--- config.mk ---
export PLATFORM = sky130hd
export DESIGN_NAME = acq_trigger
export DESIGN_NICKNAME = d
export VERILOG_FILES = /design/src/rtl/scope_pkg.sv /design/src/rtl/acq_trigger.sv
export SDC_FILE = /design/constraint.sdc
export NUM_CORES = 1
export LEC_CHECK = 0
export BUFFER_PORTS_ARGS = -buffer_cell sky130_fd_sc_hd__buf_2
export CAP_MARGIN = 10
export CORE_UTILIZATION = 30
export DETAILED_ROUTE_END_ITERATION = 6
export HOLD_SLACK_MARGIN = 0.03
export RECOVER_POWER = 25
export SYNTH_ARGS = -nofsm -noshare
export SYNTH_HDL_FRONTEND = slang
export SYNTH_SLANG_ARGS = --single-unit
--- constraint.sdc ---
create_clock -name clk -period 3.8 [get_ports clk]
set_clock_uncertainty 0.2 [all_clocks]
set_input_delay 0.57 -clock clk [delete_from_list [all_inputs] [get_ports clk]]
set_output_delay 0.57 -clock clk [all_outputs]
set_load 0.01 [all_outputs]
--- src/rtl/scope_pkg.sv ---
//--------------------------------------
// shared widths, opcodes, FSM states and bus structs
// for the scope acquisition core
//--------------------------------------
package scope_pkg;

	localparam int SAMPLE_W  = 12;
	localparam int ADDR_W    = 10;
	localparam int DEPTH     = 1024;
	localparam int WORD_W    = 32;
	localparam int CMD_BYTES = 8;
	localparam logic [WORD_W-1:0] VERSION = 32'd16; // firmware version

	typedef enum logic [7:0] {
		CMD_READOUT    = 8'd0,
		CMD_ARM        = 8'd1,
		CMD_INFO       = 8'd2,
		CMD_TRIG_SET   = 8'd8,
		CMD_DOWNSAMPLE = 8'd9
	} cmd_op_e;

	typedef enum logic [7:0] {
		TRIG_NONE = 8'd0,
		TRIG_FALL = 8'd1,
		TRIG_RISE = 8'd2
	} trig_type_e;

	typedef enum logic [2:0] {
		ACQ_READY,
		ACQ_FALL_FIRST,
		ACQ_FALL_SECOND,
		ACQ_RISE_FIRST,
		ACQ_RISE_SECOND,
		ACQ_POST,
		ACQ_HELD
	} acq_state_e;

	// byte 0 sits in the low bits, first on the wire
	typedef struct packed {
		logic [7:0] b7;
		logic [7:0] b6;
		logic [7:0] b5;
		logic [7:0] b4;
		logic [7:0] b3;
		logic [7:0] b2;
		logic [7:0] b1;
		cmd_op_e    op;
	} cmd_t;

	typedef struct packed {
		trig_type_e                 trig_type;
		logic signed [SAMPLE_W-1:0] lower;
		logic signed [SAMPLE_W-1:0] upper;
		logic [7:0]                 tot;
		logic [15:0]                post_len;
		logic [4:0]                 ds_exp;
	} acq_cfg_t;

	typedef struct packed {
		logic [15:0]       event_cnt;
		logic [15:0]       post_cnt;
		logic [ADDR_W-1:0] trig_addr;
		logic              held;
	} acq_status_t;

	typedef struct packed {
		logic [WORD_W-1:0] data;
		logic [15:0]       len;  // bytes still to send
	} reply_t;

endpackage

--- src/rtl/acq_trigger.sv ---
//--------------------------------------
// acquisition FSM: writes the circular buffer at the
// downsampled rate, finds the trigger, counts post samples
//--------------------------------------
`timescale 1ns/1ps

module acq_trigger (
	input  logic                                 clk,
	input  logic                                 rstn,
	input  logic signed [scope_pkg::SAMPLE_W-1:0] i_sample,
	input  scope_pkg::acq_cfg_t                  i_cfg,
	input  logic                                 i_arm,
	input  logic                                 i_readout_done,
	output scope_pkg::acq_status_t               o_status,
	output logic                                 o_wr,
	output logic [scope_pkg::ADDR_W-1:0]         o_wr_addr,
	output logic [scope_pkg::SAMPLE_W-1:0]       o_wr_data
);

	scope_pkg::acq_state_e        state;
	logic [31:0]                  ds_cnt;    // counts 1 .. 2^exp
	logic                         tick;      // write this sample
	logic [scope_pkg::ADDR_W-1:0] wr_addr;
	logic [scope_pkg::ADDR_W-1:0] trig_addr;
	logic [15:0]                  event_cnt;
	logic [15:0]                  post_cnt;
	logic [7:0]                   tot_cnt;

	assign tick = (state != scope_pkg::ACQ_HELD) && ds_cnt[i_cfg.ds_exp];

	assign o_status.event_cnt = event_cnt;
	assign o_status.post_cnt  = post_cnt;
	assign o_status.trig_addr = trig_addr;
	assign o_status.held      = (state == scope_pkg::ACQ_HELD);

	//--------------------------------------
	// buffer write side
	//--------------------------------------
	always_ff @(posedge clk or negedge rstn) begin
		if (!rstn) begin
			ds_cnt  <= 32'd1;
			wr_addr <= '0;
			o_wr    <= 1'b0;
		end else begin
			o_wr <= tick;
			if (state == scope_pkg::ACQ_HELD || tick) ds_cnt <= 32'd1;
			else ds_cnt <= ds_cnt + 32'd1;
			if (tick) wr_addr <= wr_addr + 1'b1; // wraps at DEPTH
		end
	end

	always_ff @(posedge clk) begin
		o_wr_addr <= wr_addr;
		o_wr_data <= i_sample;
	end

	//--------------------------------------
	// trigger FSM
	//--------------------------------------
	always_ff @(posedge clk or negedge rstn) begin
		if (!rstn) begin
			state     <= scope_pkg::ACQ_READY;
			trig_addr <= '0;
			event_cnt <= '0;
			post_cnt  <= '0;
			tot_cnt   <= '0;
		end else begin
			case (state)
				scope_pkg::ACQ_READY: begin
					post_cnt <= '0;
					tot_cnt  <= '0;
					if (i_arm) begin
						case (i_cfg.trig_type)
							scope_pkg::TRIG_FALL: state <= scope_pkg::ACQ_FALL_FIRST;
							scope_pkg::TRIG_RISE: state <= scope_pkg::ACQ_RISE_FIRST;
							default: begin // no trigger, take data at once
								trig_addr <= wr_addr;
								state     <= scope_pkg::ACQ_POST;
							end
						endcase
					end
				end
				scope_pkg::ACQ_FALL_FIRST:
					if (i_sample < i_cfg.lower) state <= scope_pkg::ACQ_FALL_SECOND;
				scope_pkg::ACQ_FALL_SECOND: if (i_sample > i_cfg.upper) begin
					tot_cnt <= tot_cnt + 8'd1;
					if (tot_cnt >= i_cfg.tot) begin
						trig_addr <= wr_addr;
						state     <= scope_pkg::ACQ_POST;
					end
				end
				scope_pkg::ACQ_RISE_FIRST:
					if (i_sample > i_cfg.upper) state <= scope_pkg::ACQ_RISE_SECOND;
				scope_pkg::ACQ_RISE_SECOND: if (i_sample < i_cfg.lower) begin
					tot_cnt <= tot_cnt + 8'd1;
					if (tot_cnt >= i_cfg.tot) begin
						trig_addr <= wr_addr;
						state     <= scope_pkg::ACQ_POST;
					end
				end
				scope_pkg::ACQ_POST: begin
					if (post_cnt < i_cfg.post_len) begin
						if (tick) post_cnt <= post_cnt + 16'd1;
					end else begin
						event_cnt <= event_cnt + 16'd1;
						post_cnt  <= 16'hffff; // flags a held event
						state     <= scope_pkg::ACQ_HELD;
					end
				end
				scope_pkg::ACQ_HELD: if (i_readout_done) begin
					post_cnt <= '0;
					state    <= scope_pkg::ACQ_READY;
				end
				default: state <= scope_pkg::ACQ_READY;
			endcase
		end
	end

endmodule

After elaboration in Yosys (flattened, before gate mapping) --
Cells that the tools add are included.
Storage, ports and cells: flip-flop bits (word level) 118, input port bits 77, output and inout bits 66, word-level logic and storage cells 76
Operators by class: add/sub/neg operators 5, magnitude comparators 5, eq/ne operators 18, muxes and demuxes 26, bitwise logic cells 1, reduce and logical (&&, ||, !) cells 11
Operators by type and width (count):
- 10-bit 2-to-1 mux | 5
- 16-bit 2-to-1 mux | 3
- 16-bit one-hot mux with 3 select lines | 1
- 16-bit by 1-bit adder with 16-bit output (second input constant) | 2
- 32-bit by 1-bit adder with 32-bit output (second input constant) | 1
- 32-bit 2-to-1 mux | 1
- 10-bit one-hot mux with 3 select lines | 1
- 3-bit 2-to-1 mux | 8
- 8-bit one-hot mux with 3 select lines | 1
- 3-bit one-hot mux with 7 select lines | 1
- 16-bit < comparator | 1
- 8-bit 2-to-1 mux | 2
- 2-bit != test (second input constant) | 8
- 12-bit greater-than comparator | 1
- 12-bit < comparator | 1
- 10-bit by 1-bit adder with 10-bit output (second input constant) | 1
- 3-bit equality test (second input constant) | 3
- 8-bit by 1-bit adder with 8-bit output (second input constant) | 1
- 8-bit by 1-bit equality test with 1-bit output (second input constant) | 1
- 8-bit by 2-bit equality test with 1-bit output (second input constant) | 1
- 8-bit greater-or-equal comparator | 1
- 7-bit AND reduction | 1
- 3-bit by 2-bit equality test with 1-bit output (second input constant) | 2
- 5-bit by 6-bit < comparator with 1-bit output (second input constant) | 1
- 14 further kinds | 17

Longest topological paths before layout --
depth after elaboration 6, mapped depth 10, depth with buffers taken out 9

Least setup slack after synthesis --
Ideal clock, no wire load.
path type input to register, start point input port i_cfg[38] in the netlist's numbering, end point register trig_addr[0] in the netlist's numbering, setup time 125 ps, arrival time 2540 ps, required time 3475 ps, path slack 936 ps, stages 9, path buffers 0, cell sequence inv_1 > ha_1 > a21o_1 > a2111oi_0 > o21ai_0 > o22ai_1 > o211ai_2 > nand3_2 > mux2_2
On the way: word-level cells in the longest chain between the ends 3
Ends and longest elaborated chain:
- from (decl) | RTL line acq_trigger.sv:11 | input scope_pkg::acq_cfg_t i_cfg,
- 12-bit greater-than comparator | RTL line acq_trigger.sv:85 | scope_pkg::ACQ_FALL_SECOND: if (i_sample > i_cfg.upper) begin
- 2-bit != test (no source line)
- 5-bit AND reduction (no source line)
- to (signal assigned) | RTL line acq_trigger.sv:77 | trig_addr <= wr_addr;
- to (signal assigned) | RTL line acq_trigger.sv:88 | trig_addr <= wr_addr;
- to (signal assigned) | RTL line acq_trigger.sv:97 | trig_addr <= wr_addr;
- to (decl) | RTL line acq_trigger.sv:24 | logic [scope_pkg::ADDR_W-1:0] trig_addr;
No other way between the ends. A chain may end at the register's enable or synchronous reset.

Final worst setup path --
start point register state[0], end point register post_cnt[12]
On the way: word-level cells in the longest chain between the ends 4, elaborated cells on any way between the ends 10, classes of those cells eq/ne: 5; mux: 1; reduce/logical: 4
Ends and longest elaborated chain:
- from (decl) | RTL line acq_trigger.sv:20 | scope_pkg::acq_state_e state;
- from (signal assigned) | RTL line acq_trigger.sv:62 | state <= scope_pkg::ACQ_READY;
- from (signal assigned) | RTL line acq_trigger.sv:74 | scope_pkg::TRIG_FALL: state <= scope_pkg::ACQ_FALL_FIRST;
- from (signal assigned) | RTL line acq_trigger.sv:75 | scope_pkg::TRIG_RISE: state <= scope_pkg::ACQ_RISE_FIRST;
- 3-bit != test | RTL line acq_trigger.sv:29 | assign tick = (state != scope_pkg::ACQ_HELD) && ds_cnt[i_cfg.ds_exp];
- 1-bit logical AND | RTL line acq_trigger.sv:29
- 3-bit != test (no source line)
- 3-bit AND reduction (no source line)
- to (signal assigned) | RTL line acq_trigger.sv:103 | if (tick) post_cnt <= post_cnt + 16'd1;
- to (decl) | RTL line acq_trigger.sv:26 | logic [15:0] post_cnt;
Several ways; a longest one is shown, not always the timed one.

==> out/qor.yml <==
cts:
  cts_setup_buffers: 0
  cts_buffer_depth: 2
  ctsResizeCount: 0
  clock-root-buffer: "clkbuf_16"
  clkSlewWorstSetupHoldPaths_ns: 0.06
  clkLatencyLatePin_ns: 0.41
  cts_tree: "built"
  htreeDepth: 4
  cts_sinks: 118
  cts_buffers: 17
  cts_hold_buf: 1
placement:
  port_buffers: 142
  dp.cells: 1116
  dp.final_hpwl_mm: 11.9
  routabilityCongestion: 0.860
  pre_cts_ws_ns: 0.434
setup_path:
  rr_endpoint: "post_cnt[12]$_DFFE_PN0P_"
  crit_family: "compound AO/OA/AOI/OAI gates"
  critPathLaunchType: "register"
  cpPeakStageDelay_ns: 0.59
  r2r_start: "state[0]$_DFFE_PN0P_"
  rrSetupSlack_ns: 0.73
  crit_chain: "clkinv_1 > nand3_1 > inv_1 > a21oi_1 > nand2_2 > a41o_1 > o211a_1"
  cp_num_buf_inv: 2
  arrival_ns: 3.15
  slowest_stage: "dfrtp_1"
  reg2reg_depth: 7
  worst-setup-path-type: "reg2reg"
  endpoint_kind: "register"
  path_max_fanout: 13
  required_ns: 3.89
hold_path:
  min_to: "o_wr_data[0]$_DFF_P_"
  holdPathStages: 1
  hp-start: "i_sample[0]"
  hp-class: "in2reg"
synthesis:
  synth_seq_cells: 118
  syn_area_per_cell_um2: 9.52
  synth_edf_count: 0
  netlist-cell-type-count: 71
  syn_nets: 832
  ys_seq_area_share_pct: 42.4
  synth_area_leaders: "dfrtp_1 35%, ha_1 9.5%, dfxtp_1 6.6%"
  synthTopCellsByCount: "95 x dfrtp_1, 76 x nand2_1, 61 x inv_1, 57 x nor2_1, 51 x ha_1"
  syn_inst: 704
  ys.flop_type: "dfrtp_1"
  synth.largest_area_cell: "dfrtp_1"
  yosys.area.top_type_share_pct: 35.5
  syn_area_um2: 6700
  yosys_warnings: 0
  yosysMostFrequentCell: "dfrtp_1"
  synthArstFlopShare_pct: 81.4
power_and_ir_drop:
  p_sw_share_pct: 35.8
  switching_power_mw: 1.78
  power_density_nw_per_um2: 600
  p_leak_nw: 4.08
  seq_power_share_pct: 37.2
  peakVddDrop_uv: 246
  intPower_mw: 3.20
  finalPower_mw: 4.98
  clockPowerShare_pct: 32.8
  pwr-share-comb_pct: 30.0
run_status:
  status: "finished, final reports clean"
timing:
  fmax_mhz: 326
  tightest_slew_ns: 1.27
  rsz0062_at_grt: "no"
  maxSlewHeadroom_pct: 15.1
  fin_crit_sh_pct: 80.7
  setup_violations: 0
  period_minus_slack_ns: 3.07
  slew_violations: 0
  setup_slack_ns: 0.733
  fin_setup_tns_ns: 0
  hold_violations: 0
die:
  start_util_pct: 30.6
  die_x_um: 151
  core_um2: 21900
  boundaryPins: 143
  fp.dieH_um: 151
  die-area_um2: 22900
  rows: 54
global_route:
  grtUsageTotal_pct: 14.7
  antenna_found_initial: 0
  overflow: 0
  grt_pass1_wl_mm: 26.6
  grt_max_degree: 50
  grt_pass1_vias: 5504
run:
  max-cap-violations: 0
routing:
  num_vias: 5587
  dr.pass1.iters: 4
  drc: 0
  ant_nets: 0
  wl_per_cell_um: 13.9
  avgViaCountPerCell: 4.86
  first_iter_violations: 233
  wl_mm: 15.9
finish:
  area_delta_synth_final_pct: 24.0
  drive_gt1_share_pct: 22.9
  final_net_count: 984
  num_antenna_cells: 0
  fin_cells: 1149
[worst max path at each step]
stage	slack [ns]	cells after the start	startpoint	to
5_1_grt	0.50	7	state[0]$_DFFE_PN0P_	post_cnt[15]$_DFFE_PN0P_
4_1_cts	0.73	7	state[0]$_DFFE_PN0P_	post_cnt[12]$_DFFE_PN0P_
3_5_place_dp	0.43	9	i_sample[9]	trig_addr[5]$_DFFE_PN0P_
3_3_place_gp	0.51	9	i_sample[9]	trig_addr[8]$_DFFE_PN0P_
2_1_floorplan	0.94	9	i_cfg[38]	trig_addr[0]$_DFFE_PN0P_
6_report	0.73	7	state[0]$_DFFE_PN0P_	post_cnt[12]$_DFFE_PN0P_
[area by class of cell]
type	count	area (um^2)
inverter	62	233
timing repair buffer	150	757
clock inverter	13	155
fill	2248	13600
sequential	118	2840
clock buffer	19	443
multi-input combinational	507	3530
tap	280	350
[flip-flops by register name (all words and copies together), names as in the netlist]
register   count
ds_cnt        32
event_cnt     16
o_wr           1
o_wr_addr     10
o_wr_data     12
post_cnt      16
state          3
tot_cnt        8
trig_addr     10
wr_addr       10
[per-layer routing]
layer  GRT usage (%)  wire length [um]  part of all wire, %
met5               0                 0                    0
met4            4.30                91                 0.57
met3            3.38               726                  4.6
met2            23.5              7270                   46
met1            19.5              7860                   49
[logic make-up after synthesis]
family,synth area share (%)
muxes,4.72
adders and majority gates,9.52
buffers and inverters,4.95
xor gates and xnor gates,7.19
and+or+nand+nor,19.7
AOI/OAI and AO/OA,11.5
DFF,42.4
[power groups by stage]
stage | logic (mW) | registers, mW | clock network [mW]
after CTS | 1.52 | 1.86 | 1.68
after global routing | 1.72 | 1.91 | 1.74
after floorplan | 0.984 | 1.84 | 0
after global placement | 1.48 | 1.87 | 0
after detailed placement | 1.50 | 1.88 | 0
final | 1.50 | 1.85 | 1.63
[worst reg2reg max path, delay by kind of cell, from the launching register on]
family	cells	cell delay, ns
AND/OR/NAND/NOR	2	0.60
flip-flops	1	0.59
AO/OA/AOI/OAI	3	1.06
buffers and inverters	2	0.50
[per-stage QoR]
step | cell area, um^2 | util (%) | hold WS [ns]
CTS | 8330 | 38.0 | 0.0698
finish | 8310 | 38.0 | 0.108
global placement | 7720 | 35.3 | 0.220
floorplan | 6700 | - | 0.0744
global route | 8310 | 38.0 | 0.104
detailed placement | 7720 | 35.3 | 0.216
[placed cells by master (no fill, tap or decap), types with 5 or more instances in the layout]
cell type  instances
o211ai_1           8
buf_2            128
xnor2_1           33
o21ai_0           15
and3_1            10
nand2_1           76
nor3_1            17
nand3_1           26
nand4_1           29
o21a_1             7
clkbuf_1          14
dfrtp_1           95
xor2_1            22
nand2b_1           6
clkinv_2           5
or2_2              5
buf_4              7
inv_1             61
a22oi_1            5
nor2_1            57
or3_1              5
a21oi_1           29
dfxtp_1           22
nor4_1             8
clkbuf_16         17
mux2i_1           14
ha_1              51
a31oi_1            5
mux2_2            11
a211oi_1           6
Power figures use the tool's default switching activity.
