===== src/rtl/scope_pkg.sv =====
//--------------------------------------
// shared widths, opcodes, FSM states and bus structs
// for the scope acquisition core
//--------------------------------------
package scope_pkg;

	localparam int SAMPLE_W  = 12;
	localparam int ADDR_W    = 10;
	localparam int DEPTH     = 1024;
	localparam int WORD_W    = 32;
	localparam int CMD_BYTES = 8;
	localparam logic [WORD_W-1:0] VERSION = 32'd16; // firmware version

	typedef enum logic [7:0] {
		CMD_READOUT    = 8'd0,
		CMD_ARM        = 8'd1,
		CMD_INFO       = 8'd2,
		CMD_TRIG_SET   = 8'd8,
		CMD_DOWNSAMPLE = 8'd9
	} cmd_op_e;

	typedef enum logic [7:0] {
		TRIG_NONE = 8'd0,
		TRIG_FALL = 8'd1,
		TRIG_RISE = 8'd2
	} trig_type_e;

	typedef enum logic [2:0] {
		ACQ_READY,
		ACQ_FALL_FIRST,
		ACQ_FALL_SECOND,
		ACQ_RISE_FIRST,
		ACQ_RISE_SECOND,
		ACQ_POST,
		ACQ_HELD
	} acq_state_e;

	// byte 0 sits in the low bits, first on the wire
	typedef struct packed {
		logic [7:0] b7;
		logic [7:0] b6;
		logic [7:0] b5;
		logic [7:0] b4;
		logic [7:0] b3;
		logic [7:0] b2;
		logic [7:0] b1;
		cmd_op_e    op;
	} cmd_t;

	typedef struct packed {
		trig_type_e                 trig_type;
		logic signed [SAMPLE_W-1:0] lower;
		logic signed [SAMPLE_W-1:0] upper;
		logic [7:0]                 tot;
		logic [15:0]                post_len;
		logic [4:0]                 ds_exp;
	} acq_cfg_t;

	typedef struct packed {
		logic [15:0]       event_cnt;
		logic [15:0]       post_cnt;
		logic [ADDR_W-1:0] trig_addr;
		logic              held;
	} acq_status_t;

	typedef struct packed {
		logic [WORD_W-1:0] data;
		logic [15:0]       len;  // bytes still to send
	} reply_t;

endpackage


===== src/rtl/reply_stream.sv =====
//--------------------------------------
// 32-bit reply stream master, one word per load,
// keep and last derived from the bytes still owed
//--------------------------------------
`timescale 1ns/1ps

module reply_stream (
	input  logic                             clk,
	input  logic                             rstn,
	input  logic                             i_load,
	input  scope_pkg::reply_t                i_reply,
	output logic                             o_busy,
	output logic                             o_word_taken,
	input  logic                             i_tready,
	output logic                             o_tvalid,
	output logic [scope_pkg::WORD_W-1:0]     o_tdata,
	output logic [3:0]                       o_tkeep,
	output logic                             o_tlast
);

	logic [15:0] remain;

	assign o_busy       = o_tvalid;
	assign o_word_taken = o_tvalid && i_tready;

	always_ff @(posedge clk or negedge rstn) begin
		if (!rstn) begin
			o_tvalid <= 1'b0;
			remain   <= '0;
		end else if (i_load) begin
			o_tvalid <= 1'b1;
			remain   <= i_reply.len;
		end else if (o_word_taken) begin
			o_tvalid <= 1'b0;
			remain   <= (remain >= 16'd4) ? remain - 16'd4 : 16'd0;
		end
	end

	always_ff @(posedge clk) begin
		if (i_load) o_tdata <= i_reply.data; // steady while valid
	end

	always_comb begin
		case (remain)
			16'd0:   o_tkeep = 4'b0000;
			16'd1:   o_tkeep = 4'b0001;
			16'd2:   o_tkeep = 4'b0011;
			16'd3:   o_tkeep = 4'b0111;
			default: o_tkeep = 4'b1111;
		endcase
	end

	assign o_tlast = (remain <= 16'd4);

endmodule


===== config.mk =====
export PLATFORM = sky130hd
export DESIGN_NAME = reply_stream
export DESIGN_NICKNAME = d
export VERILOG_FILES = /design/src/rtl/scope_pkg.sv /design/src/rtl/reply_stream.sv
export SDC_FILE = /design/constraint.sdc
export NUM_CORES = 1
export LEC_CHECK = 0
export BUFFER_PORTS_ARGS = -buffer_cell sky130_fd_sc_hd__buf_2
export CAP_MARGIN = 20
export CORE_MARGIN = 1
export CORE_UTILIZATION = 46
export CTS_CLUSTER_SIZE = 16
export DETAILED_ROUTE_END_ITERATION = 6
export GPL_TIMING_DRIVEN = 0
export PLACE_DENSITY = 0.79
export RECOVER_POWER = 25
export SLEW_MARGIN = 15
export SYNTH_ARGS = -nofsm -noshare
export SYNTH_HDL_FRONTEND = slang
export SYNTH_SLANG_ARGS = --single-unit

===== constraint.sdc =====
create_clock -name clk -period 2.8 [get_ports clk]
set_input_delay 0.14 -clock clk [delete_from_list [all_inputs] [get_ports clk]]
set_output_delay 0.14 -clock clk [all_outputs]
set_load 0.005 [all_outputs]

== Yosys cells after proc, flatten, opt, wreduce, memory -nomap -nowiden ==
Index checks and enable logic that the tools add are counted.

* Input port bits: 52
* Register bits after elaboration: 49

* Magnitude comparators: 2
* Reduce and logical (&&, ||, !) cells: 3
* Equal/unequal tests: 3
* Mux-type cells: 6
* Add/subtract/negate cells: 1

{| class="wikitable"
|+ Operators by type and width
! cell !! count
|-
| $mux 16 || 3
|-
| $eq 16x2->1 const B || 2
|-
| $eq 16x1->1 const B || 1
|-
| $ge 16x3->1 const B || 1
|-
| $le 16x3->1 const B || 1
|-
| $logic_not 16->1 || 1
|-
| $pmux 4 s4 || 1
|-
| $sub 16x3->16 const B || 1
|-
| $mux 1 || 2
|-
| $reduce_bool 2->1 || 1
|-
| $logic_and 1x1->1 || 1
|}

== Longest topological paths before layout ==
Gate-level depths: netlist (run 1).

* Word-level depth: 4
* Gate-level depth with buffers: 8
* Gate-level depth less buffers: 7

== Worst setup path before layout (run 1) ==
Ideal clock, no wire load.

* Kind: register to register
* Start point: register remain[4]
* End point: register remain[15]
* Path buffers: 1
* Data required time: 2.666 ns
* Period minus slack after synthesis: 2.237 ns
* Library setup time: 0.134 ns
* Cell stages (with the launch flop): 7
* Slack: 0.563 ns
* Arrival time: 2.103 ns
* Cells stage by stage: dfrtp_1 > or4_1 > buf_2 > or4_4 > or4_1 > nand3_1 > o311ai_1

* Cells in the longest elaborated chain, start to end: 4
* Elaborated cells on any way between the ends: 5
* Classes of those cells: add/sub: 1; order compare: 1; mux: 3

{| class="wikitable"
|+ RTL lines
! item !! line !! source
|-
| start, declared || reply_stream.sv:21 || <nowiki>logic [15:0] remain;</nowiki>
|-
| start signal, assigned || reply_stream.sv:32 || <nowiki>remain <= i_reply.len;</nowiki>
|-
| start signal, assigned || reply_stream.sv:35 || <nowiki>remain <= (remain >= 16'd4) ? remain - 16'd4 : 16'd0;</nowiki>
|-
| $sub 16x3->16 / $ge 16x3->1 (equally long branches) || reply_stream.sv:35 ||
|-
| $mux 16 * || reply_stream.sv:35 ||
|-
| $mux 16 * || reply_stream.sv:33 || <nowiki>end else if (o_word_taken) begin</nowiki>
|-
| $mux 16 * || reply_stream.sv:30 || <nowiki>end else if (i_load) begin</nowiki>
|}

Mark *: on every way between the ends. The rest lies on a longest branch, timed or not. The select of a mux whose other input is x is not followed.
A chain may end at the register's enable or synchronous reset.

== Worst setup path in the final report (run 1) ==
* Start point: register remain[8]
* End point: output port o_tkeep[0]

* Cells in the longest elaborated chain, start to end: 2
* Elaborated cells on any way between the ends: 5
* Classes of those cells: eq/ne: 3; mux: 1; reduce/logical: 1

{| class="wikitable"
|+ RTL lines
! item !! line !! source
|-
| $eq 16x2->1, or another cell as far along || reply_stream.sv:44 || <nowiki>case (remain)</nowiki>
|-
| $pmux 4 s4 * || reply_stream.sv:44 ||
|-
| end, declared || reply_stream.sv:17 || <nowiki>output logic [3:0] o_tkeep,</nowiki>
|}

Mark *: on every way between the ends. The rest lies on a longest branch, timed or not.

==> impl_metrics.json, run 1 <==
{
  "grt_use_total": 0.2004,
  "clockRootBuffer": "clkbuf_8",
  "drv_slew": 0,
  "p_leak_uw": 0.001216,
  "postRouteAntennaNets": 0,
  "fp.dieH_um": 68.01,
  "final_nets": 318,
  "crit_required_ps": 2660,
  "path_class": "reg -> out",
  "drt_drc_violations_left": 0,
  "synthesis.nets": 208,
  "grt_start_max_net_pins": 35,
  "routed_wl_mm": 4.601,
  "regToRegEndpoint": "remain[15]$_DFFE_PN0P_",
  "fin_setup_tns_ps": 0,
  "min_path_type": "in -> reg",
  "gp_congestion": 0.8147,
  "postCtsResizedCells": 0,
  "areaGrowthSynthToFinish_pct": 38.64,
  "crit_path_start_kind": "register",
  "cts_buffer_depth": 2,
  "finalSetupViolCount": 0,
  "min_period_ps": 2650,
  "drt_pass1_iterations": 4,
  "yosysSeqAreaShare": 0.6916,
  "synth_top_area_cell": "edfxtp_1",
  "drt_iter0_markers": 77,
  "r2r_cells": 6,
  "hpwlAfterDp_mm": 3.294,
  "synth_area_leaders": "edfxtp_1 (48%), dfrtp_1 (21%), nand2_1 (3.0%), a21oi_1 (2.2%), ha_1 (1.9%)",
  "initial_utilization": 0.4905,
  "cts_sinks": 49,
  "critPathCaptureType": "output port",
  "io_buffers": 91,
  "synthesis.instances": 153,
  "worst-slew-pin-transition_ps": 995.3,
  "critPathLaunch": "remain[8]$_DFFE_PN0P_",
  "placed_cells": 294,
  "grt_pass1_vias": 1427,
  "ys_seq_elements": 49,
  "netlist.area_leader.share": 0.4794,
  "grt_pass1_wl_mm": 6.582,
  "final-hold-violation-count": 0,
  "nFillCells": 314,
  "peakVddDrop_v": 0.0002321,
  "clock_skew_ps": 8.838,
  "placed_cell_area_um2": 2522,
  "p_per_area_nw_per_um2": 599.2,
  "outcome": "completed",
  "insertion_delay_ps": 300,
  "ioPinCount": 92,
  "antennaDiodeCount": 0,
  "htreeDepth": 2,
  "cts_made_buffers": 5,
  "viasPerCell": 5.159,
  "overflow": 0,
  "syn_area_um2": 2004,
  "final_cells": 314,
  "period_share": 0.9464,
  "wl_per_cell_um": 14.65,
  "die_w_um": 68.01,
  "synth.distinct_cells": 33,
  "drive_above_1_share": 0.3902,
  "cts_tree": "yes",
  "critPathMaxFanout": 7,
  "design.die.area_um2": 4625,
  "max_freq_ghz": 0.3774,
  "stdcell_area_um2": 2779,
  "yosys_warnings": 0,
  "antenna_found_initial": 0,
  "max_slew_margin": 0.3364,
  "maxCapViolations": 0,
  "crit_end": "o_tkeep[0]",
  "avgSynthCellArea_um2": 13.10,
  "rrSetupSlack_ps": 410,
  "coreArea_um2": 4086,
  "r2r_start": "remain[4]$_DFFE_PN0P_",
  "hold_ws_ps": 13.06,
  "vias": 1620,
  "grt_setup_unrepaired": "no",
  "clk_pin_slew_ps": 100,
  "rows": 23,
  "power_uw": 1665,
  "arrival_ps": 2510
}
## what timing repair did
item / in CTS / in global routing
buffers inserted: 0 / 0
hold endpoints to repair: 20 / 8
hold buffers: 4 / 8
## Yosys cell counts, drive strengths merged
cell    number
o21ai        9
and3         1
buf          2
ha           3
mux2         3
o41ai        1
or4          6
or2          3
nor3b        1
dfrtp       17
a21o         2
a21oi        9
o31a         3
nor4         2
mux2i        2
nand3        3
nand2       16
o31ai        4
a31oi        1
inv          8
o311ai       2
nor3         3
nor2         5
o211ai       1
o21a         2
o221ai       1
clkbuf       5
or3          6
edfxtp      32
## power by group
part | switching, µW | internal, µW
clock network | 241 | 359
logic | 91.7 | 97.6
registers | 36.9 | 838
## cell families (layout without fill, tap and decap cells)
family	count (synthesis)	count (layout)	share of synthesized area
compound gates	35	35	0.1124
fa+ha+maj	3	3	0.01873
buf+inv	15	126	0.03059
flops	49	49	0.6916
mux	5	5	0.02684
simple gates	46	46	0.1199
## placed cells by master (no fill, tap or decap), types with 4 or more instances in the layout
cell type      instances
dfrtp_1               17
dlygate4sd3_1         12
buf_2                 91
o21ai_1                7
nor2_1                 5
edfxtp_1              32
nand2_1               16
a21oi_1                9
clkbuf_8               5
o31ai_1                4
inv_1                  8
clkbuf_1               6
or4_1                  5
or3_1                  6
## worst max-delay path: stages (launching register included)
cell and delay [ps]:
dfrtp_1 460, or4_1 530, clkbuf_1 170, nor4_1 400, nand2_1 190, or3_1 330, buf_2 130
## state kept, by name (all words and copies together), names as in the netlist
name,flops
o_tdata,32
remain,16
o_busy,1
## worst min-delay path by stage
| stage | start | endpoint | slack, ps | cells past startpoint |
|---|---|---|---|---|
| floorplan | rstn | o_busy$_DFFE_PN0P_ | -160 | 0 |
| global placement | rstn | remain[7]$_DFFE_PN0P_ | 90 | 1 |
| detailed placement | rstn | remain[2]$_DFFE_PN0P_ | 90 | 1 |
| CTS | i_reply[24] | o_tdata[8]$_DFFE_PP_ | 0.3 | 1 |
| global route | i_reply[20] | o_tdata[4]$_DFFE_PP_ | 0.3 | 1 |
| finish | i_reply[20] | o_tdata[4]$_DFFE_PP_ | 10 | 1 |
## through the flow
step,utilization,setup slack (ps)
finish,0.6800,150.1
global route,0.6800,13.34
CTS,0.6607,137.7
detailed placement,0.6173,423.4
global placement,0.6173,473.8
floorplan,-,563.1
## layer usage
layer  track usage  vias to the layer above  share of wire
li1              -                      795              -
met1        0.2487                      744           0.43
met2        0.3333                       74           0.46
met3       0.06000                        7          0.096
met4       0.06250                        0         0.0096
met5             0                        -              0
## area by class of cell
type,instances,area (µm²),share of cell area
clock inverter,3,68.82,0.02476
tap,50,62.56,0.02251
multi-input combinational,89,556.8,0.2004
sequential,49,1386,0.4989
timing repair buffer,103,574.3,0.2067
buffer,7,31.28,0.01126
inverter,8,30.03,0.01081
clock buffer,5,68.82,0.02476
Power figures use the tool's default switching activity.
==> inputs of run 2 (changes only) <==
Settings changed: BUFFER_PORTS_ARGS -buffer_cell sky130_fd_sc_hd__buf_2 to default, CORE_UTILIZATION 46 to 61, DONT_BUFFER_PORTS from default to 1, PLACE_DENSITY 0.79 to 0.77.
==> run 2 against run 1 <==
Against the previous run: the run now ends with max-capacitance violations, max-slew violations left; clock-buffer cell count increased by 1; non-clock buffer count shrank 52; clock power fell by 29%; largest power group unchanged.
==> impl_metrics.json, run 2 (synthesis results as in run 1) <==
{
  "initial_utilization": 0.6512,
  "maxCapViolations": 1,
  "min-delay-start": "i_load",
  "power_uw": 1473,
  "cts_setup_buffers": 0,
  "p_leak_uw": 0.001002,
  "drt_iter0_markers": 87,
  "cts_buffer_depth": 2,
  "die_w_um": 59.33,
  "largest_register_ffs": 32,
  "finalSetupViolCount": 0,
  "drv_slew": 33,
  "ioPinCount": 92,
  "min_path_type": "in -> reg",
  "crit_required_ps": 2660,
  "min_period_ps": 2540,
  "cts_tree": "yes",
  "routed_wl_mm": 4.438,
  "grt_pass1_vias": 1427,
  "r2r_cells": 7,
  "fp.dieH_um": 59.33,
  "htreeDepth": 2,
  "postRouteAntennaNets": 0,
  "cts_sinks": 49,
  "viasPerCell": 5.852,
  "final_nets": 266,
  "cts_made_buffers": 5,
  "final_common_cell": "dlygate4sd3_1",
  "rrSetupSlack_ps": 300,
  "antenna_found_initial": 0,
  "coreArea_um2": 3078,
  "final_cells": 256,
  "design.die.area_um2": 3519,
  "io_buffers": 0,
  "grt_pass1_wl_mm": 6.679,
  "holdPathStages": 3,
  "grt_use_total": 0.2636,
  "path_class": "reg -> out",
  "r2r_start": "remain[8]$_DFFE_PN0P_",
  "clk_pin_slew_ps": 130,
  "critPathMaxFanout": 7,
  "fin_setup_tns_ps": 0,
  "rows": 20,
  "drt_pass1_iterations": 4,
  "worst-slew-pin-transition_ps": 1653,
  "grt_start_max_net_pins": 33,
  "outcome": "finished with violations",
  "insertion_delay_ps": 350,
  "max_slew_margin": -0.1019,
  "violations": "max-capacitance violations, max-slew violations",
  "hpwlAfterDp_mm": 2.540,
  "period_share": 0.9070,
  "hold_path_end": "remain[13]$_DFFE_PN0P_",
  "final_cell_mix": "dlygate4sd3_1 (50), edfxtp_1 (32), dfrtp_1 (17)",
  "final-hold-violation-count": 0,
  "areaGrowthSynthToFinish_pct": 32.65,
  "gp_congestion": 0.8133,
  "max_freq_ghz": 0.3938,
  "crit_path_start_kind": "register",
  "critPathCaptureType": "output port",
  "peakVddDrop_v": 0.0003556,
  "vias": 1498,
  "regToRegEndpoint": "remain[11]$_DFFE_PN0P_",
  "nFillCells": 157,
  "drive_above_1_share": 0.06604,
  "largest-register": "o_tdata",
  "clockRootBuffer": "clkbuf_4",
  "arrival_ps": 2400,
  "wl_per_cell_um": 17.34,
  "antennaDiodeCount": 0,
  "placed_cells": 197,
  "overflow": 0,
  "p_per_area_nw_per_um2": 554.1,
  "drt_drc_violations_left": 0,
  "grt_setup_unrepaired": "no",
  "clock_skew_ps": 10.94
}
==> run 2: cell count changes in the layout (fill, tap and decap cells not counted) <==
cell / before / now
buf_2: 91 / 1
dlygate4sd3_1: 12 / 50
clkbuf_4: 0 / 5
clkbuf_8: 5 / 1
bufinv_16: 2 / 1
clkinvlp_4: 0 / 1
inv_6: 1 / 0
nor4_1: 2 / 1
nor4_2: 0 / 1
==> run 2: power breakdown <==
| group | total [µW] | internal [µW] | leakage (µW) | switching [µW] |
|---|---|---|---|---|
| Clock | 429 | 212 | 0.0000445 | 216 |
| Sequential | 886 | 840 | 0.000515 | 46.0 |
| Combinational | 159 | 84.4 | 0.000442 | 74.2 |
| Total | 1470 | 1140 | 0.00100 | 337 |
==> run 2: final cells by class <==
type                            instances  area, µm²  area share
Sequential cell                        49       1386      0.5214
Multi-Input combinational cell         89      563.0      0.2118
Timing Repair Buffer                   51      504.2      0.1896
Tap cell                               44      55.05     0.02071
Clock buffer                            6      51.30     0.01929
Clock inverter                          2      37.54     0.01412
Buffer                                  7      31.28     0.01176
Inverter                                8      30.03     0.01129
==> run 2: layer usage <==
metal | track usage | up-vias | wire [µm] | part of all wire
met1 | 0.3193 | 721 | 1714 | 0.39
met4 | 0.07483 | 0 | 57 | 0.013
met2 | 0.4671 | 82 | 2384 | 0.54
met3 | 0.06332 | 10 | 281 | 0.063
met5 | 0 | - | 0 | 0
li1 | - | 685 | - | -
==> run 2: timing repair <==
action	CTS	global route
resized for setup	0	1
setup endpoints to repair	0	1
hold buffers	51	0
hold endpoints to repair	98	0
==> run 2: worst max-delay path by stage <==
| stage | startpoint | end | slack (ps) | cells past startpoint |
|---|---|---|---|---|
| 2_1_floorplan | remain[4]$_DFFE_PN0P_ | remain[15]$_DFFE_PN0P_ | 560 | 6 |
| 3_3_place_gp | remain[4]$_DFFE_PN0P_ | remain[15]$_DFFE_PN0P_ | 490 | 6 |
| 3_5_place_dp | remain[4]$_DFFE_PN0P_ | remain[15]$_DFFE_PN0P_ | 430 | 6 |
| 4_1_cts | remain[8]$_DFFE_PN0P_ | o_tkeep[0] | 140 | 5 |
| 5_1_grt | remain[8]$_DFFE_PN0P_ | o_tkeep[0] | 110 | 5 |
| 6_report | remain[8]$_DFFE_PN0P_ | o_tkeep[0] | 260 | 5 |
==> run 2: critical path, stage by stage (launching register included) <==
cell and delay (ps):
dfrtp_1 470, or4_1 540, clkbuf_1 180, nor4_2 330, nand2_1 170, or3_1 360
==> run 2: through the flow <==
stage	cell area (µm²)	hold slack (ps)	worst slack, ps	util
2_1_floorplan	2004	-155.6	563.1	-
3_3_place_gp	2059	-155.3	489.5	0.6691
3_5_place_dp	2059	-155.4	432.9	0.6691
4_1_cts	2669	95.64	142.7	0.8671
5_1_grt	2659	160.6	105.1	0.8638
6_report	2659	149.4	260.4	0.8638
