## config.mk

```make
export PLATFORM = sky130hd
export DESIGN_NAME = cmd_receiver
export DESIGN_NICKNAME = d
export VERILOG_FILES = /design/src/rtl/scope_pkg.sv /design/src/rtl/cmd_receiver.sv
export SDC_FILE = /design/constraint.sdc
export NUM_CORES = 1
export LEC_CHECK = 0
export BUFFER_PORTS_ARGS = -buffer_cell sky130_fd_sc_hd__clkbuf_2
export CORE_ASPECT_RATIO = 0.7
export CORE_UTILIZATION = 51
export DETAILED_ROUTE_END_ITERATION = 7
export PLACE_DENSITY = 0.82
export SYNTH_ARGS = -nofsm -noshare
export SYNTH_HDL_FRONTEND = slang
export SYNTH_SLANG_ARGS = --single-unit
```

## constraint.sdc

```tcl
create_clock -name clk -period 6.6 [get_ports clk]
set_input_delay 0.66 -clock clk [delete_from_list [all_inputs] [get_ports clk]]
set_output_delay 0.66 -clock clk [all_outputs]
set_load 0.05 [all_outputs]
```

## src/rtl/scope_pkg.sv

```systemverilog
//--------------------------------------
// shared widths, opcodes, FSM states and bus structs
// for the scope acquisition core
//--------------------------------------
package scope_pkg;

	localparam int SAMPLE_W  = 12;
	localparam int ADDR_W    = 10;
	localparam int DEPTH     = 1024;
	localparam int WORD_W    = 32;
	localparam int CMD_BYTES = 8;
	localparam logic [WORD_W-1:0] VERSION = 32'd16; // firmware version

	typedef enum logic [7:0] {
		CMD_READOUT    = 8'd0,
		CMD_ARM        = 8'd1,
		CMD_INFO       = 8'd2,
		CMD_TRIG_SET   = 8'd8,
		CMD_DOWNSAMPLE = 8'd9
	} cmd_op_e;

	typedef enum logic [7:0] {
		TRIG_NONE = 8'd0,
		TRIG_FALL = 8'd1,
		TRIG_RISE = 8'd2
	} trig_type_e;

	typedef enum logic [2:0] {
		ACQ_READY,
		ACQ_FALL_FIRST,
		ACQ_FALL_SECOND,
		ACQ_RISE_FIRST,
		ACQ_RISE_SECOND,
		ACQ_POST,
		ACQ_HELD
	} acq_state_e;

	// byte 0 sits in the low bits, first on the wire
	typedef struct packed {
		logic [7:0] b7;
		logic [7:0] b6;
		logic [7:0] b5;
		logic [7:0] b4;
		logic [7:0] b3;
		logic [7:0] b2;
		logic [7:0] b1;
		cmd_op_e    op;
	} cmd_t;

	typedef struct packed {
		trig_type_e                 trig_type;
		logic signed [SAMPLE_W-1:0] lower;
		logic signed [SAMPLE_W-1:0] upper;
		logic [7:0]                 tot;
		logic [15:0]                post_len;
		logic [4:0]                 ds_exp;
	} acq_cfg_t;

	typedef struct packed {
		logic [15:0]       event_cnt;
		logic [15:0]       post_cnt;
		logic [ADDR_W-1:0] trig_addr;
		logic              held;
	} acq_status_t;

	typedef struct packed {
		logic [WORD_W-1:0] data;
		logic [15:0]       len;  // bytes still to send
	} reply_t;

endpackage

```

## src/rtl/cmd_receiver.sv

```systemverilog
//--------------------------------------
// byte stream slave, gathers 8 bytes into one command
// and stalls until the controller has served it
//--------------------------------------
`timescale 1ns/1ps

module cmd_receiver (
	input  logic               clk,
	input  logic               rstn,
	input  logic               i_tvalid,
	input  logic [7:0]         i_tdata,
	output logic               o_tready,
	input  logic               i_cmd_done,
	output logic               o_cmd_valid,
	output scope_pkg::cmd_t    o_cmd
);

	logic [2:0] byte_cnt;

	always_ff @(posedge clk or negedge rstn) begin
		if (!rstn) begin
			o_tready    <= 1'b1;
			o_cmd_valid <= 1'b0;
			byte_cnt    <= 3'd0;
		end else begin
			o_cmd_valid <= 1'b0;
			if (o_tready && i_tvalid) begin
				byte_cnt <= byte_cnt + 3'd1; // wraps to 0 after the 8th
				if (byte_cnt == 3'(scope_pkg::CMD_BYTES - 1)) begin
					o_cmd_valid <= 1'b1;
					o_tready    <= 1'b0; // hold off until served
				end
			end else if (i_cmd_done) begin
				o_tready <= 1'b1;
			end
		end
	end

	// shift in from the top, byte 0 ends up lowest
	always_ff @(posedge clk) begin
		if (o_tready && i_tvalid) begin
			o_cmd <= scope_pkg::cmd_t'({i_tdata, o_cmd[scope_pkg::CMD_BYTES*8-1:8]});
		end
	end

endmodule

```

# Word-level counts from Yosys, hierarchy flattened
# Cells that the tools add are included.
[word_totals]
inputBits = 12
ff_bits = 69
output_inout_bits = 66
elab_cells = 22
[classes]
addsub = 1
muxes = 5
n_eq_ne = 2
reduce_logical = 3
[op_table]
columns = ["operator", "count"]
rows = [
  ["1-bit 2-to-1 mux", 5],
  ["3-bit by 1-bit adder with 3-bit output (second input constant)", 1],
  ["3-bit == test (second input constant)", 1],
  ["2-bit inequality test (second input constant)", 1],
  ["2-bit AND reduction", 1],
  ["2-bit nonzero test", 1],
  ["1-bit logical AND", 1],
]

# Longest topological paths before layout
# Gate-level depths: netlist of the first run.
[depth]
word_depth = 3
depth_mapped = 4
ltp_nobuf = 4

# Worst setup path before layout of the first run
# OpenSTA, ideal clock, no wires.
[synth_path]
kind = "reg2reg"
startpoint = "reg o_tready"
endpoint = "reg o_cmd[0] in the netlist's numbering (enable)"
path_stages_with_launch = 3
path_buffers = 0
path_slack_ns = 4.071
synth_period_minus_slack_ns = 2.529
t_required_ns = 6.182
t_arrival_ns = 2.111
setup_ns = 0.418
path_cell_list = "dfstp_2 nand2_2 inv_1"
[synth_between]
elab_chain_len = 1
[synth_rtl]
columns = ["item", "line_no", "source"]
rows = [
  ["start, declared", "cmd_receiver.sv:12", "output logic o_tready,"],
  ["start signal, assigned", "cmd_receiver.sv:22", "o_tready <= 1'b1;"],
  ["start signal, assigned", "cmd_receiver.sv:31", "o_tready <= 1'b0;"],
  ["start signal, assigned", "cmd_receiver.sv:34", "o_tready <= 1'b1;"],
  ["1-bit logical AND", "cmd_receiver.sv:41", "if (o_tready && i_tvalid) begin"],
  ["end signal, assigned", "cmd_receiver.sv:42", "o_cmd <= scope_pkg::cmd_t'({i_tdata, o_cmd[scope_pkg::CMD_BYTES*8-1:8]});"],
  ["end, declared", "cmd_receiver.sv:15", "output scope_pkg::cmd_t o_cmd"],
]
# No other way between the ends.
# A chain may end at the register's enable or synchronous reset.

# Worst setup path after layout of the first run
[layout_path]
startpoint = "reg o_tready"
endpoint = "out o_tready"
# No word-level cell between the ends.

==> flow_metrics.py, run 1 <==
metrics = {
    "run_status": {
        "outcome": "finished clean",
    },
    "grt": {
        "grt_pass1_wl_mm": 4.86,
        "grt_max_degree": 65,
        "antenna_found_initial": 0,
        "grt_usage": 0.166,
        "grt_overflow": 0,
        "grt_pass1_vias": 953,
    },
    "synthesis": {
        "ys_warn_count": 0,
        "synth_cells": 79,
        "ys_seq_area_frac": 0.958,
        "ys_seq_elements": 69,
        "synthesis.nets": 93,
        "ys_types": 10,
        "netlist_area_mm2": 0.00214,
        "avgSynthCellArea_um2": 27.1,
    },
    "setup_path": {
        "crit_type": "reg -> out",
        "end_kind": "primary output",
        "start_kind": "flop",
        "crit_required_ps": 5940,
        "worst-path-max-fanout": 4,
        "slowest_delay_ps": 560,
        "cp_cell_sequence": "clkbuf_2",
        "path_buf_inv": 1,
        "crit_arrival_ps": 1160,
        "path_delay_family": "flip-flops",
        "critPathSlowestCell": "dfstp_2",
    },
    "pwr": {
        "peakVddDrop_v": 0.000305,
        "p_leak_nw": 1.15,
        "power.density_mw_per_mm2": 499,
        "finalPower_mw": 1.38,
    },
    "clock_network": {
        "cts_made_buffers": 9,
        "clock_path_buffers": 2,
        "cts_max_level": 3,
        "hold_buffers": 0,
        "cts.clk_slew.worst_paths_ps": 70,
        "clkLatencyLatePin_ps": 330,
        "cts_root_buf": "clkbuf_8",
        "postCtsResizedCells": 0,
        "cts.sinks": 69,
        "post_cts_buffers": 0,
        "cts_tree": "built",
    },
    "detailed_routing": {
        "vias_per_cell": 4.67,
        "drc": 0,
        "first_pass_iters": 4,
        "wire_per_inst_um": 14.8,
        "vias": 1051,
        "totalWireLength_mm": 3.34,
        "drt_iter0_markers": 73,
        "ant_nets": 0,
    },
    "timing": {
        "fin_skew_ps": 4.35,
        "worst_pin_slew_ps": 757,
        "min_period_ps": 1820,
        "drv_slew": 0,
        "finalSetupTns_ps": 0,
        "rsz0062_at_grt": "no",
        "setup_violations": 0,
        "fmax_mhz": 548,
        "max-slew-margin-rel": 0.495,
        "min_period_over_period": 0.277,
        "finalHoldViolations": 0,
    },
    "place": {
        "io_buffer_count": 77,
        "gp_congestion": 0.701,
    },
    "finish": {
        "drive_above_1_share": 0.555,
        "mostFrequentLayoutCell": "clkbuf_2",
        "seqCellArea_mm2": 0.00205,
        "antenna_cells": 0,
        "multiInputGateArea_um2": 85.1,
        "syn2layout_area_growth_pct": 29.9,
        "layout_common_cells": "clkbuf_2, edfxtp_1, clkbuf_8",
        "nets": 182,
        "fillCellCount": 247,
    },
    "floorplan": {
        "die-area_mm2": 0.00446,
        "die_x_um": 79.4,
        "ios": 78,
        "start_util": 0.538,
        "die_h_um": 56.2,
        "core_area_mm2": 0.00397,
        "fp-row-count": 19,
    },
    "min_path": {
        "hold_class": "in -> async",
    },
    "job": {
        "cap_viol_max_count": 0,
    },
}
per-stage QoR:
stage | setup slack (ps) | instance area (um^2) | instances | hold slack [ps] | utilization
global route | 4730 | 2780 | 225 | 112 | 0.699
detailed placement | 4660 | 2590 | 209 | 434 | 0.654
global placement | 4730 | 2590 | 209 | 429 | 0.654
finish | 4780 | 2780 | 225 | 137 | 0.699
floorplan | 4070 | 2140 | 79 | 364 | -
CTS | 4750 | 2780 | 225 | 117 | 0.699
final timing paths:
kind	cells past startpoint	startpoint	slack, ps	to
setup / recovery	1	o_tready	4780	o_tready
hold / removal	1	rstn	140	byte_cnt[2]
setup reg to reg	3	o_tready	4880	o_cmd[6]
hold reg to reg	0	o_cmd[39]	450	o_cmd[31]
max in group asynchronous	1	rstn	6240	o_tready
min in group clk	0	o_cmd[39]	450	o_cmd[31]
synthesized netlist by cell type:
cell type | count | area share
and3_2 | 1 | 0.0035
dfrtp_1 | 4 | 0.047
dfstp_2 | 1 | 0.012
edfxtp_1 | 64 | 0.90
ha_1 | 2 | 0.012
inv_1 | 1 | 0.0018
mux2_4 | 2 | 0.014
nand2_2 | 1 | 0.0029
nor2_1 | 2 | 0.0035
xnor2_1 | 1 | 0.0041
sequential cells by signal, indices dropped and copies added (netlist names):
register / flops
o_cmd: 64
byte_cnt: 3
o_cmd_valid: 1
o_tready: 1
metal layers:
metal / up-vias / global-route usage / part of all wire
met3: 2 / 0.118 / 0.12
met2: 67 / 0.224 / 0.44
met5: - / 0 / 0
met1: 491 / 0.203 / 0.43
met4: 0 / 0.0701 / 0.0057
li1: 491 / - / -
kinds of logic (layout without fill, tap and decap cells):
family                   count (synthesis)  count (layout)  share of synthesized area
buffers and inverters                    1              95                    0.00175
AND/OR/NAND/NOR                          4               4                    0.00996
adder cells (fa/ha/maj)                  2               2                     0.0117
multiplexers                             2               2                     0.0141
XOR/XNOR                                 1               1                    0.00410
flip-flops                              69              69                      0.958
area by class of cell:
class                   count  area share
well taps                  52      0.0234
flip-flops and latches     69       0.738
clock buffers              10      0.0460
multi-input cells           9      0.0306
inverters                   1     0.00135
repair buffers             78       0.142
clock inverters             6      0.0194
where the power goes:
part           internal (mW)  total, mW  switching (mW)
clock                  0.170      0.308           0.138
sequential             0.608      0.655          0.0466
combinational         0.0762      0.422           0.346
total                  0.854       1.38           0.531
Note: power is estimated with default switching activity, not from simulation.
==> run 2: changes to the inputs <==
--- a/config.mk
+++ b/config.mk
@@ -7,9 +7,9 @@
 export LEC_CHECK = 0
 export BUFFER_PORTS_ARGS = -buffer_cell sky130_fd_sc_hd__clkbuf_2
 export CORE_ASPECT_RATIO = 0.7
-export CORE_UTILIZATION = 51
+export CORE_UTILIZATION = 48
 export DETAILED_ROUTE_END_ITERATION = 7
-export PLACE_DENSITY = 0.82
+export PLACE_DENSITY = 0.78
 export SYNTH_ARGS = -nofsm -noshare
 export SYNTH_HDL_FRONTEND = slang
 export SYNTH_SLANG_ARGS = --single-unit
==> constraint.sdc (replaced) <==
create_clock -name clk -period 1.8 [get_ports clk]
set_input_delay 0.18 -clock clk [delete_from_list [all_inputs] [get_ports clk]]
set_output_delay 0.18 -clock clk [all_outputs]
set_load 0.05 [all_outputs]
==> run 2 against run 1 <==
Via count grew 3.0%. Global-route usage down 1.4 points. Clock-buffer cell count increased by 5. Register-to-register slack worse by 4500 ps. Die area is 6.1% higher. Wire length fell by 0.33%. Core utilization about the same. Largest cell class unchanged.
==> flow_metrics.py, run 2 (synthesis gave the netlist of run 1 again) <==
metrics = {
    "run_status": {
        "outcome": "finished clean",
    },
    "floorplan": {
        "fp-row-count": 19,
        "die_h_um": 57.8,
        "die_x_um": 81.8,
        "core_area_mm2": 0.00409,
        "start_util": 0.523,
        "ios": 78,
        "die-area_mm2": 0.00473,
    },
    "detailed_routing": {
        "vias_per_cell": 4.69,
        "drc": 0,
        "wire_per_inst_um": 14.4,
        "first_pass_iters": 4,
        "drt_iter0_markers": 39,
        "ant_nets": 0,
        "vias": 1083,
        "totalWireLength_mm": 3.33,
    },
    "grt": {
        "grt_usage": 0.152,
        "grt_max_degree": 65,
        "grt_use_met2": 0.235,
        "use_met3": 0.121,
        "antenna_found_initial": 0,
        "busiest_layer": "met2",
        "grt_pass1_vias": 1022,
        "met1_usage": 0.148,
        "grt_pass1_wl_mm": 4.64,
        "grt_overflow": 0,
    },
    "timing": {
        "fin_ws_ps": 392,
        "fin_skew_ps": 6.54,
        "fmax_mhz": 710,
        "finalHoldViolations": 0,
        "rsz0062_at_grt": "no",
        "worst_pin_slew_ps": 318,
        "drv_slew": 0,
        "min_period_ps": 1410,
        "setup_violations": 0,
        "min_period_over_period": 0.782,
        "max-slew-margin-rel": 0.788,
    },
    "setup_path": {
        "slowest_delay_ps": 580,
        "crit_arrival_ps": 1410,
        "crit_type": "reg -> reg",
        "path_buf_inv": 2,
        "path_delay_family": "flip-flops",
        "cp_cell_sequence": "nand2_4 -> clkinvlp_4 -> buf_12",
        "worst-path-max-fanout": 64,
        "end_kind": "flop",
        "crit_required_ps": 1800,
        "start_kind": "flop",
        "critPathSlowestCell": "dfstp_2",
    },
    "finish": {
        "syn2layout_area_growth_pct": 33.7,
        "fillCellCount": 278,
        "drive_above_1_share": 0.542,
        "antenna_cells": 0,
        "stdcell_count": 231,
        "mostFrequentLayoutCell": "clkbuf_2",
        "top_regs": "o_cmd x64, byte_cnt x3",
        "layout_common_cells": "clkbuf_2, edfxtp_1, clkbuf_8",
        "nets": 188,
        "multiInputGateArea_um2": 90.1,
        "seqCellArea_mm2": 0.00205,
        "regMostFlops": "o_cmd",
        "largest_reg_flops": 64,
    },
    "clock_network": {
        "postCtsResizedCells": 0,
        "clkLatencyLatePin_ps": 330,
        "cts.sinks": 69,
        "cts_root_buf": "clkbuf_8",
        "cts.clk_slew.worst_paths_ps": 70,
        "cts_max_level": 3,
        "cts_made_buffers": 9,
        "cts_tree": "built",
        "clock_path_buffers": 2,
    },
    "place": {
        "place_ws_ps": 407,
        "io_buffer_count": 77,
        "gp_congestion": 0.721,
        "place_inst": 209,
    },
    "pwr": {
        "peakVddDrop_v": 0.00122,
        "finalPower_mw": 5.09,
        "p_leak_nw": 1.18,
        "power.density_mw_per_mm2": 1780,
    },
    "min_path": {
        "hold_class": "in -> reg",
    },
    "job": {
        "cap_viol_max_count": 0,
    },
}
## run 2: cell types whose count changed in the layout (fill, tap and decap cells not counted)
cell	change
dlygate4sd3_1	+6
clkbuf_8	+3
clkinv_1	-3
clkbuf_1	+2
buf_12	+1
buf_4	-1
bufinv_16	-1
inv_2	-1
nand2_2	-1
nand2_4	+1
## run 2: report_power, final
group / switching [mW] / leakage (nW) / internal, mW
sequential: 0.172 / 0.681 / 2.23
clock: 0.494 / 0.0937 / 0.612
combinational: 1.29 / 0.403 / 0.306
total: 1.95 / 1.18 / 3.14
## run 2: repair_timing
action / in CTS / in global routing
buffers inserted: 0 / 0
endpoints found under the hold margin: 5 / 5
hold buffers: 1 / 5
## run 2: layout make-up
cell class / instances / area share
inverters: 1 / 0.00263
repair buffers: 84 / 0.163
clock inverters: 1 / 0.00175
clock buffers: 15 / 0.0617
well taps: 52 / 0.0228
multi-input cells: 9 / 0.0315
flip-flops and latches: 69 / 0.717
## run 2: layer usage
layer  part of all wire  vias to the layer above
met1               0.38                      515
met2               0.48                       61
met4             0.0096                        0
met5                  0                        -
li1                   -                      502
met3               0.12                        5
## run 2: stage by stage
step / utilization / setup TNS (ps) / cell area (um^2) / hold slack (ps)
CTS: 0.687 / 0 / 2810 / 3.88
global route: 0.699 / 0 / 2860 / 1.68
floorplan: - / -6810 / 2150 / -116
global placement: 0.640 / 0 / 2620 / -6.05
detailed placement: 0.640 / 0 / 2620 / 3.84
finish: 0.699 / 0 / 2860 / 22.6
## run 2: final timing paths
kind,from,to,slack (ps),cells after the start
min in group asynchronous,rstn,byte_cnt[1],190,2
max,o_tready,o_cmd[42],390,3
min reg2reg,o_cmd[24],o_cmd[16],450,0
max in group asynchronous,rstn,o_tready,1390,2
min,i_tdata[5],o_cmd[61],20,1
max reg2reg,o_tready,o_cmd[42],390,3
==> run 3: changes to the inputs <==
==> constraint.sdc (replaced) <==
create_clock -name clk -period 1.3 [get_ports clk]
set_input_delay 0.13 -clock clk [delete_from_list [all_inputs] [get_ports clk]]
set_output_delay 0.13 -clock clk [all_outputs]
set_load 0.05 [all_outputs]
==> run 3 against run 2 <==
Sequential share of layout area fell by 0.93 points. Clock skew grew 2.3 ps. Fmax grew 11%. Wire length is 0.84% higher. Final cell count grew 2.2%. Via count grew 1.2%. Design area increased by 1.3%. Flip-flop and latch count unchanged. Clock-buffer cell count fell by 3. Largest cell class unchanged. Highest routed layer unchanged.
==> flow_metrics.py, run 3 (synthesis gave the netlist of run 1 again) <==
metrics = {
    "run_status": {
        "outcome": "finished clean",
    },
    "finish": {
        "nets": 194,
        "drive_above_1_share": 0.527,
        "top_regs": "o_cmd x64, byte_cnt x3",
        "fin_area_mm2": 0.00290,
        "seqCellArea_mm2": 0.00205,
        "stdcell_count": 236,
        "largest_reg_flops": 64,
        "syn2layout_area_growth_pct": 35.5,
        "regMostFlops": "o_cmd",
        "fillCellCount": 263,
        "multiInputGateArea_um2": 90.1,
        "antenna_cells": 0,
        "layout_common_cells": "clkbuf_2, edfxtp_1, dlygate4sd3_1",
        "mostFrequentLayoutCell": "clkbuf_2",
    },
    "setup_path": {
        "startpoint": "o_tready",
        "crit_required_ps": 1310,
        "r2r_start": "o_tready",
        "end_kind": "flop",
        "critPathSlowestCell": "dfstp_2",
        "slowest_delay_ps": 570,
        "rr_worst_depth": 3,
        "cp_cell_sequence": "nand2_4 -> clkinvlp_4 -> buf_12",
        "r2r-end": "o_cmd[20]",
        "crit_arrival_ps": 1280,
        "worstSetupEndpoint": "o_cmd[20]",
        "reg2reg_slack_ps": 30,
        "start_kind": "flop",
        "crit_type": "reg -> reg",
        "worst-path-max-fanout": 33,
    },
    "floorplan": {
        "die_h_um": 57.8,
        "die-area_mm2": 0.00473,
        "start_util": 0.523,
        "ios": 78,
        "core_area_mm2": 0.00409,
        "die_x_um": 81.8,
        "fp-row-count": 19,
    },
    "place": {
        "hpwl_mm": 2.30,
        "gp_congestion": 0.681,
        "post_dp_cell_area_mm2": 0.00264,
        "io_buffer_count": 77,
        "place_inst": 211,
    },
    "detailed_routing": {
        "first_pass_iters": 4,
        "wire_per_inst_um": 14.2,
        "totalWireLength_mm": 3.35,
        "vias_per_cell": 4.64,
        "ant_nets": 0,
        "vias": 1096,
        "drc": 0,
        "drt_iter0_markers": 35,
    },
    "grt": {
        "grt_pass1_vias": 1086,
        "grt_pass1_wl_mm": 5.12,
        "antenna_found_initial": 0,
        "grt_overflow": 0,
        "grt_max_degree": 34,
        "grt_usage": 0.160,
    },
    "timing": {
        "finalSetupTns_ps": 0,
        "fmax_mhz": 786,
        "min_period_over_period": 0.979,
        "min_period_ps": 1270,
        "setup_violations": 0,
        "max-slew-margin-rel": 0.803,
        "worst_pin_slew_ps": 297,
        "fin_skew_ps": 8.82,
        "rsz0062_at_grt": "yes",
        "finalHoldViolations": 0,
        "drv_slew": 0,
    },
    "clock_network": {
        "cts_made_buffers": 9,
        "clock_path_buffers": 2,
        "cts_tree": "built",
        "cts.clk_slew.worst_paths_ps": 70,
        "cts.sinks": 69,
        "cts_max_level": 3,
        "cts_root_buf": "clkbuf_8",
        "clkLatencyLatePin_ps": 310,
    },
    "job": {
        "cap_viol_max_count": 0,
    },
    "pwr": {
        "finalPower_mw": 6.90,
        "power.density_mw_per_mm2": 2380,
        "peakVddDrop_v": 0.00144,
        "p_leak_nw": 1.19,
    },
    "min_path": {
        "hold_class": "in -> async",
    },
}
## run 3: cell count changes in the layout (fill, tap and decap cells not counted), sizes merged
cell         before  now
clkbuf           92   89
dlygate4sd3       6   10
buf               1    3
clkinv            1    3
## run 3: timing repair
item / CTS / global route
gates resized for setup: 1 / 0
setup endpoints to repair: 1 / 65
buffers inserted: 0 / 0
hold endpoints to repair: 14 / 0
hold buffers: 10 / 0
## run 3: routing by layer
| layer | GRT usage | wire length, um | up-vias |
|---|---|---|---|
| met5 | 0 | 0 | - |
| met4 | 0.0677 | 35 | 0 |
| met3 | 0.0945 | 300 | 4 |
| met2 | 0.242 | 1640 | 58 |
| met1 | 0.187 | 1380 | 523 |
| li1 | - | - | 511 |
## run 3: area by class of cell
cell class | instances | share of cell area
clock buffer | 12 | 0.0467
timing repair buffer | 90 | 0.185
inverter | 1 | 0.00259
tap | 52 | 0.0225
clock inverter | 3 | 0.00475
sequential | 69 | 0.707
multi-input combinational | 9 | 0.0311
## run 3: power by group
group | switching, mW | internal, mW | total (mW)
registers | 0.235 | 3.08 | 3.32
logic | 1.78 | 0.470 | 2.25
clock network | 0.658 | 0.670 | 1.33
total | 2.68 | 4.22 | 6.90
## run 3: worst min path at each step
stage	startpoint	to	slack (ps)
global placement	rstn	o_cmd_valid	-50
CTS	rstn	o_cmd_valid	140
floorplan	rstn	byte_cnt[0]	-170
detailed placement	rstn	o_cmd_valid	-40
finish	rstn	byte_cnt[0]	160
global route	i_tvalid	o_cmd_valid	140
## run 3: critical path, delay by kind of cell, from the launching register on
family	cells	cell delay [ps]
buffers and inverters	2	320
flip-flops	1	570
AND/OR/NAND/NOR	1	70
## run 3: through the flow
step           worst slack (ps)  hold slack [ps]  utilization
6_report                   27.7              159        0.708
5_1_grt                   -26.3              139        0.708
4_1_cts                    14.3              136        0.708
3_5_place_dp               30.3            -44.7        0.647
3_3_place_gp               67.9            -53.3        0.647
2_1_floorplan              -606             -166            -
